$ cat config.mk
export PLATFORM = sky130hd
export DESIGN_NAME = commitUnit
export DESIGN_NICKNAME = d
export VERILOG_FILES = /design/src/source/commitPkg.sv /design/src/source/issuePkg.sv /design/src/source/commitConfig.sv /design/src/source/commitUnit.sv /design/src/source/reorderBuffer.sv /design/src/source/ringBufferControl.sv
export SDC_FILE = /design/constraint.sdc
export NUM_CORES = 1
export LEC_CHECK = 0
export ABC_AREA = 1
export BUFFER_PORTS_ARGS = -buffer_cell sky130_fd_sc_hd__buf_2
export CAP_MARGIN = 20
export CORE_MARGIN = 2
export CORE_UTILIZATION = 51
export DETAILED_ROUTE_END_ITERATION = 8
export HOLD_SLACK_MARGIN = 0.15
export PLACE_DENSITY_LB_ADDON = 0.3
export SLEW_MARGIN = 20
export SYNTH_ARGS = -nofsm -noshare
export SYNTH_HDL_FRONTEND = slang
export SYNTH_SLANG_ARGS = --single-unit
$ cat constraint.sdc
create_clock -name clock -period 5.4 [get_ports clock]
set_input_delay 1.08 -clock clock [delete_from_list [all_inputs] [get_ports clock]]
set_output_delay 1.08 -clock clock [all_outputs]
set_load 0.02 [all_outputs]
$ cat src/source/commitPkg.sv
package commitPkg;

	////////////////////////////////////////
	// Entry state
	////////////////////////////////////////

	// Free until stored, pending while lanes run, done when all lanes report
	typedef enum logic [1:0] {
		entryFree,
		entryPending,
		entryDone
	} entryStateT;

	////////////////////////////////////////
	// Config register select
	////////////////////////////////////////

	typedef enum logic [1:0] {
		regLaneEnable,		// Lane-enable mask, read and write
		regCommitHold,		// Commit hold in bit 0
		regOccupancy		// Entries in flight, read only
	} cfgRegT;

endpackage

$ cat src/source/issuePkg.sv
package issuePkg;

	////////////////////////////////////////
	// Buffer and lane sizes
	////////////////////////////////////////

	localparam int numEntries = 16;			// Reorder buffer depth
	localparam int entryWidth = 4;			// Bits of an entry index
	localparam int numLanes   = 8;			// Vector lanes
	localparam int issueWidth = 8;			// Bits of an issue number

	////////////////////////////////////////
	// Issue-side types
	////////////////////////////////////////

	typedef logic [issueWidth-1:0] issueNoT;

	typedef logic [entryWidth-1:0] entryIdxT;

	// One bit per lane
	typedef logic [numLanes-1:0] laneMaskT;

	// Occupancy reaches numEntries, hence one extra bit
	typedef logic [entryWidth:0] countT;

endpackage

$ cat src/source/commitConfig.sv
`timescale 1ns/1ps

module commitConfig
	import issuePkg::*, commitPkg::*;
(
	input  logic     clock,
	input  logic     reset,
	input  logic     cfgWrite,
	input  cfgRegT   cfgSelect,
	input  laneMaskT cfgWriteData,
	input  countT    occupancy,			// From the ring controller
	output laneMaskT laneEnable,
	output logic     commitHold,
	output laneMaskT cfgReadData
);

	////////////////////////////////////////
	// Steering registers
	////////////////////////////////////////

	always_ff @(posedge clock) begin
		if (reset) begin
			laneEnable <= '1;		// All lanes on
			commitHold <= 1'b0;
		end else if (cfgWrite) begin
			case (cfgSelect)
				regLaneEnable: laneEnable <= cfgWriteData;
				regCommitHold: commitHold <= cfgWriteData[0];
				default: ;		// Occupancy is read only
			endcase
		end
	end

	////////////////////////////////////////
	// Readback
	////////////////////////////////////////

	always_comb begin
		cfgReadData = '0;
		case (cfgSelect)
			regLaneEnable: cfgReadData = laneEnable;
			regCommitHold: cfgReadData[0] = commitHold;
			regOccupancy:  cfgReadData[entryWidth:0] = occupancy;
			default:       cfgReadData = '0;
		endcase
	end

endmodule

$ cat src/source/commitUnit.sv
`timescale 1ns/1ps

module commitUnit
	import issuePkg::*, commitPkg::*;
(
	input  logic                    clock,
	input  logic                    reset,
	// Dispatch side
	input  logic                    storeValid,
	input  issueNoT                 storeIssueNo,
	input  laneMaskT                storeLanes,
	output entryIdxT                allocEntry,
	output logic                    creditReturn,
	// Lanes
	input  laneMaskT                laneDone,
	input  entryIdxT [numLanes-1:0] laneEntry,
	// Commit side
	output logic                    commitValid,
	output issueNoT                 commitIssueNo,
	input  logic                    commitGrant,
	// Config port
	input  logic                    cfgWrite,
	input  cfgRegT                  cfgSelect,
	input  laneMaskT                cfgWriteData,
	output laneMaskT                cfgReadData
);

	laneMaskT laneEnable;
	logic     commitHold;
	countT    occupancy;

	commitConfig cfgBlock (
		.clock        (clock),
		.reset        (reset),
		.cfgWrite     (cfgWrite),
		.cfgSelect    (cfgSelect),
		.cfgWriteData (cfgWriteData),
		.occupancy    (occupancy),
		.laneEnable   (laneEnable),
		.commitHold   (commitHold),
		.cfgReadData  (cfgReadData)
	);

	reorderBuffer rob (
		.clock         (clock),
		.reset         (reset),
		.storeValid    (storeValid),
		.storeIssueNo  (storeIssueNo),
		.storeLanes    (storeLanes),
		.allocEntry    (allocEntry),
		.creditReturn  (creditReturn),
		.laneDone      (laneDone),
		.laneEntry     (laneEntry),
		.commitValid   (commitValid),
		.commitIssueNo (commitIssueNo),
		.commitGrant   (commitGrant),
		.laneEnable    (laneEnable),
		.commitHold    (commitHold),
		.occupancy     (occupancy)		// Also read back through config
	);

endmodule

$ cat src/source/reorderBuffer.sv
`timescale 1ns/1ps

module reorderBuffer
	import issuePkg::*, commitPkg::*;
(
	input  logic                    clock,
	input  logic                    reset,
	// Dispatch side
	input  logic                    storeValid,
	input  issueNoT                 storeIssueNo,
	input  laneMaskT                storeLanes,
	output entryIdxT                allocEntry,
	output logic                    creditReturn,
	// Lane completion
	input  laneMaskT                laneDone,
	input  entryIdxT [numLanes-1:0] laneEntry,
	// Commit side
	output logic                    commitValid,
	output issueNoT                 commitIssueNo,
	input  logic                    commitGrant,
	// Steering from the config block
	input  laneMaskT                laneEnable,
	input  logic                    commitHold,
	output countT                   occupancy
);

	entryStateT entryState        [numEntries];
	issueNoT    entryIssueNo      [numEntries];
	laneMaskT   entryPendingLanes [numEntries];

	laneMaskT   laneClear   [numEntries];
	laneMaskT   nextPending [numEntries];
	laneMaskT   storeMask;

	logic       doStore;
	logic       doCommit;
	entryIdxT   headIdx;
	entryIdxT   tailIdx;
	logic       full;
	logic       empty;

	////////////////////////////////////////
	// Store and commit handshakes
	////////////////////////////////////////

	assign storeMask  = storeLanes & laneEnable;		// Disabled lanes never report
	assign doStore    = storeValid & ~full;
	assign allocEntry = tailIdx;

	// Head is offered only once every lane of it is done
	assign commitValid   = ~empty & (entryState[headIdx] == entryDone) & ~commitHold;
	assign commitIssueNo = entryIssueNo[headIdx];
	assign doCommit      = commitValid & commitGrant;

	////////////////////////////////////////
	// Lane completion decode
	////////////////////////////////////////

	always_comb begin
		for (int i = 0; i < numEntries; i++) begin
			laneClear[i] = '0;
			for (int l = 0; l < numLanes; l++) begin
				if (laneDone[l] && (laneEntry[l] == entryIdxT'(i)))
					laneClear[i][l] = 1'b1;
			end
			nextPending[i] = entryPendingLanes[i] & ~laneClear[i];
		end
	end

	////////////////////////////////////////
	// Entry state
	////////////////////////////////////////

	always_ff @(posedge clock) begin
		if (reset) begin
			for (int i = 0; i < numEntries; i++)
				entryState[i] <= entryFree;
		end else begin
			for (int i = 0; i < numEntries; i++) begin
				if ((entryState[i] == entryPending) && (nextPending[i] == '0))
					entryState[i] <= entryDone;		// Last lane just reported
			end
			if (doCommit)
				entryState[headIdx] <= entryFree;
			// Store wins, the tail is never the head being freed
			if (doStore)
				entryState[tailIdx] <= (storeMask == '0) ? entryDone : entryPending;
		end
	end

	// Payload of each entry
	always_ff @(posedge clock) begin
		for (int i = 0; i < numEntries; i++)
			entryPendingLanes[i] <= nextPending[i];
		if (doStore) begin
			entryIssueNo[tailIdx]      <= storeIssueNo;
			entryPendingLanes[tailIdx] <= storeMask;
		end
	end

	// One credit back per retired entry
	always_ff @(posedge clock) begin
		if (reset)
			creditReturn <= 1'b0;
		else
			creditReturn <= doCommit;
	end

	ringBufferControl ringCtrl (
		.clock     (clock),
		.reset     (reset),
		.doStore   (doStore),
		.doCommit  (doCommit),
		.headIdx   (headIdx),
		.tailIdx   (tailIdx),
		.full      (full),
		.empty     (empty),
		.occupancy (occupancy)
	);

endmodule

$ cat src/source/ringBufferControl.sv
`timescale 1ns/1ps

module ringBufferControl
	import issuePkg::*;
(
	input  logic     clock,
	input  logic     reset,
	input  logic     doStore,			// Entry written at tail
	input  logic     doCommit,			// Entry retired at head
	output entryIdxT headIdx,
	output entryIdxT tailIdx,
	output logic     full,
	output logic     empty,
	output countT    occupancy
);

	////////////////////////////////////////
	// Pointers
	////////////////////////////////////////

	// Depth is a power of two, so the pointers wrap by themselves
	always_ff @(posedge clock) begin
		if (reset) begin
			headIdx <= '0;
			tailIdx <= '0;
		end else begin
			if (doStore)
				tailIdx <= tailIdx + 1'b1;
			if (doCommit)
				headIdx <= headIdx + 1'b1;
		end
	end

	////////////////////////////////////////
	// Occupancy
	////////////////////////////////////////

	always_ff @(posedge clock) begin
		if (reset) begin
			occupancy <= '0;
		end else begin
			case ({doStore, doCommit})
				2'b10:   occupancy <= occupancy + 1'b1;
				2'b01:   occupancy <= occupancy - 1'b1;
				default: occupancy <= occupancy;		// Both or neither
			endcase
		end
	end

	assign full  = (occupancy == countT'(numEntries));
	assign empty = (occupancy == '0);

endmodule

==> flow_summary.rst <==
.. list-table::
   :header-rows: 1

   * - Metric
     - Value
   * - Status
     - finished clean
   * - Master cell of the clock root buffer
     - clkbuf_16
   * - Overall global routing resource usage
     - between 20% and 30%
   * - Share of total power consumed by net switching
     - a little over a quarter
   * - Final hold violation count
     - 0
   * - Hold-fix buffers, CTS
     - 0
   * - Ratio of total power to cell area
     - 374 nW/µm²
   * - Largest net degree at the start of global routing
     - 74
   * - Core Region
     - 26800 µm²
   * - Cell row count
     - 60
   * - Avg Cell Area, Syn
     - 8.89 µm²
   * - DRT iter0 DRCs
     - 1387
   * - Clk network pwr share
     - 40.1%
   * - Final setup TNS
     - 0 ns
   * - Max Root-Sink Buffers
     - 3
   * - Ranking of synthesized cells by area
     - edfxtp_1, dfxtp_1, o21ai_0
   * - Die Span Y
     - 169 µm
   * - Number of resized instances in the post-cts repair step
     - 0
   * - Clock latency reported for the late side of the worst-skew pair
     - about 0.52 ns
   * - Sequential group share of total power
     - 46.1%
   * - Global-route wire length before repair
     - 62400 µm
   * - Number of buffers inserted by port buffering
     - a little over 90
   * - Layout cell share with drive strength beyond 1
     - 12.2%
   * - Post-synth EDFFs
     - 160
   * - Ratio of final minimum period to clock period
     - approximately 69%
   * - DRC Markers
     - 0
   * - Synth warnings
     - 0
   * - Combined area of all synthesized cells
     - 13900 µm²
   * - Register area
     - 7910 µm²
   * - Hold Path Sink
     - rob.entryPendingLanes[10][7]
   * - Die extent in x
     - between 150 and 200 µm
   * - Via count
     - approximately 12k
   * - Cell depth of the worst min-delay path
     - 2
   * - Number of max-capacitance violations reported
     - 0
   * - Post-synth net total
     - 1645
   * - Final design area excluding fillers
     - 15800 µm²
   * - I/O pin count
     - 93
   * - Required arrival time at the worst endpoint
     - approximately 5.8 ns
   * - Critical path startpoint category
     - flip-flop
   * - Endpoint of the worst register-to-register path
     - rob.ringCtrl.occupancy[4]
   * - Instance count of the mapped netlist
     - 1561
   * - Crit Path Category
     - flip-flop to flip-flop
   * - Synth unique cells
     - 47
   * - Internal Pwr Total
     - 4.31 mW
   * - Congestion Overflow GR
     - 0
   * - Post-route ant nets
     - 0
   * - Number of fill cells in the layout
     - 2306
   * - Dominant register cell in the synthesized netlist
     - edfxtp_1
   * - Average routed wire per standard cell
     - 20.2 µm
   * - Area taken by multi-input logic gates
     - slightly above 5000 µm²
   * - Number of cell instances on the worst register-to-register path
     - 18
   * - Setup repair after global routing missed its margin
     - no
   * - Post-synthesis sequential area ratio
     - 57.0%
   * - Final number of setup-violating endpoints
     - 0
   * - Max rail drop VDD
     - just under 0.3 mV
   * - Class of the tightest hold or removal check
     - flip-flop to flip-flop
   * - Cell area after placement
     - 14600 µm²
   * - Clock transition at the registers of the reported paths
     - around 0.06 ns
   * - Overall routed net length
     - ~41000 µm
   * - Nets@finish
     - 1726
   * - TritonCTS clock tree
     - done
   * - Async set-reset flop share out of synthesis
     - 0%
   * - Net Switching
     - 1.59 mW
   * - Reported leakage power
     - a little over 6 nW
   * - Comb power frac
     - 13.8%
   * - Fraction of post-synthesis cell area in the top cell type by area
     - 34.6%
   * - Number of CTS-inserted buffers
     - 34
   * - Relative slew slack
     - 26.5%
   * - Final Instance Count excl. Fillers
     - 2010
   * - Share of the core filled with cells in the final layout
     - 58.9%
   * - Initial core utilization
     - between 50% and 60%
   * - Synthesized flop and latch total
     - 315
   * - Number of placed instances, taps included
     - 1947
   * - Final RePlAce weighted congestion
     - about 0.95
   * - Most common cell in the synthesized netlist
     - o21ai_0
   * - Final slew viol count
     - 0
   * - Vias in the first global route
     - 11.1k
   * - Peak fanout along the critical path
     - 71
   * - Arrival time at the worst endpoint
     - 4.13 ns
   * - Commonest cells post-synth
     - o21ai_0, nand2_1, edfxtp_1
   * - Half-perimeter wire length after placement
     - 28000 µm
   * - Number of antenna violations at the first check in global routing
     - 2
   * - Post-layout min period
     - 3.74 ns
   * - Worst Tran Pin Value
     - 1.10 ns
   * - Type of destination of the critical path
     - flip-flop
   * - H-Tree Depth
     - 2
   * - Count of TritonRoute iterations in the first routing pass
     - 6
   * - Area growth from synthesis to layout
     - 13.7%
   * - Die area
     - 28500 µm²
   * - Reg2reg setup slack
     - about 1.7 ns
   * - Hold_sp
     - rob.entryPendingLanes[10][7]
   * - Highest achievable clock rate
     - 0.267 GHz
   * - Number of post-CTS setup repair buffers
     - 0
   * - Post-route clock skew
     - 0.00985 ns
   * - DR vias/cell
     - 5.89
   * - Clock sink count
     - 315
   * - Power consumption
     - 5.91 mW
   * - Post-synth top area cell
     - edfxtp_1
[metrics by stage]
stage	hold slack, ns	setup WS [ns]
after CTS	0.487	1.69
after global routing	0.515	1.22
final	0.493	1.66
after detailed placement	0.477	1.70
after floorplan	0.438	2.57
after global placement	0.472	1.86
[cells by family after synthesis]
family                     after synthesis  synth area share, %
and+or+nand+nor                        609                 19.1
DFF                                    315                 57.0
adders and majority gates               13                 1.23
buffers and inverters                  209                 6.09
xor gates and xnor gates                 2                0.126
AOI/OAI and AO/OA                      413                 16.5
[layer usage]
| layer | vias to the layer above | GRT usage, % | routed length (µm) |
|---|---|---|---|
| li1 | 5584 | - | - |
| met1 | 5549 | 37.9 | 16300 |
| met2 | 602 | 46.2 | 18800 |
| met3 | 101 | 3.90 | 3570 |
| met4 | 0 | 13.8 | 2030 |
| met5 | - | 0 | 0 |
[worst max-delay path by stage]
stage / startpoint / end / slack [ns]
5_1_grt: flip-flop / rob.ringCtrl.occupancy[4] / 1.22
6_report: flip-flop / rob.ringCtrl.occupancy[4] / 1.66
3_5_place_dp: flip-flop / rob.ringCtrl.occupancy[4] / 1.70
3_3_place_gp: flip-flop / rob.ringCtrl.occupancy[4] / 1.86
2_1_floorplan: cfgSelect[1] / cfgReadData[5] / 2.57
4_1_cts: flip-flop / rob.ringCtrl.occupancy[4] / 1.69
[area by class of cell]
class | count | area share, %
Clock inverter | 12 | 0.603
Inverter | 143 | 3.43
Clock buffer | 49 | 6.67
Tap cell | 341 | 2.70
Timing Repair Buffer | 111 | 3.82
Antenna cell | 2 | 0.0317
Multi-Input combinational cell | 1037 | 32.6
Sequential cell | 315 | 50.1
[flip-flops by register name, indices dropped and copies added, names as in the netlist, named ones only]
name and flops:
rob.entryIssueNo 128, rob.entryPendingLanes 128, rob.entryState 32, cfgBlock.laneEnable 8
rob.ringCtrl.occupancy 5, rob.ringCtrl.headIdx 4, rob.ringCtrl.tailIdx 4, cfgBlock.commitHold 1
rob.creditReturn 1
[power groups by stage]
stage | sequential (mW) | clock, mW | combinational (mW)
after global placement | 2.77 | 0 | 0.774
after floorplan | 2.75 | 0 | 0.518
after CTS | 2.72 | 2.39 | 0.800
after global routing | 2.73 | 2.48 | 0.892
after detailed placement | 2.77 | 0 | 0.795
final | 2.72 | 2.37 | 0.814
[critical path, stage by stage (launching register included)]
cell and delay (ns):
dfxtp_2 0.36, buf_4 0.55, nand3_1 0.18, nand3_1 0.12, nand2_1 0.06, a21oi_2 0.13, nor2_2 0.06, nor2_4 0.32
nand2_4 0.21, inv_1 0.12, ha_1 0.29, ha_1 0.33, a21o_1 0.19, a21oi_1 0.12, inv_1 0.06, a21oi_1 0.11
o21ai_0 0.11, o21ai_0 0.17, a21oi_1 0.06
[cells in the final DEF, fill, tap and decap left out, types with 18 or more instances in the layout]
cell type / n
a21oi_1: 22
nor2_1: 145
nand2_1: 274
edfxtp_1: 160
buf_4: 19
nand3_1: 88
clkbuf_16: 38
inv_1: 137
o21ai_0: 307
dfxtp_1: 154
o221ai_1: 26
nand4_1: 40
nor2_2: 18
buf_2: 92
(Power assumes the default switching activity.)
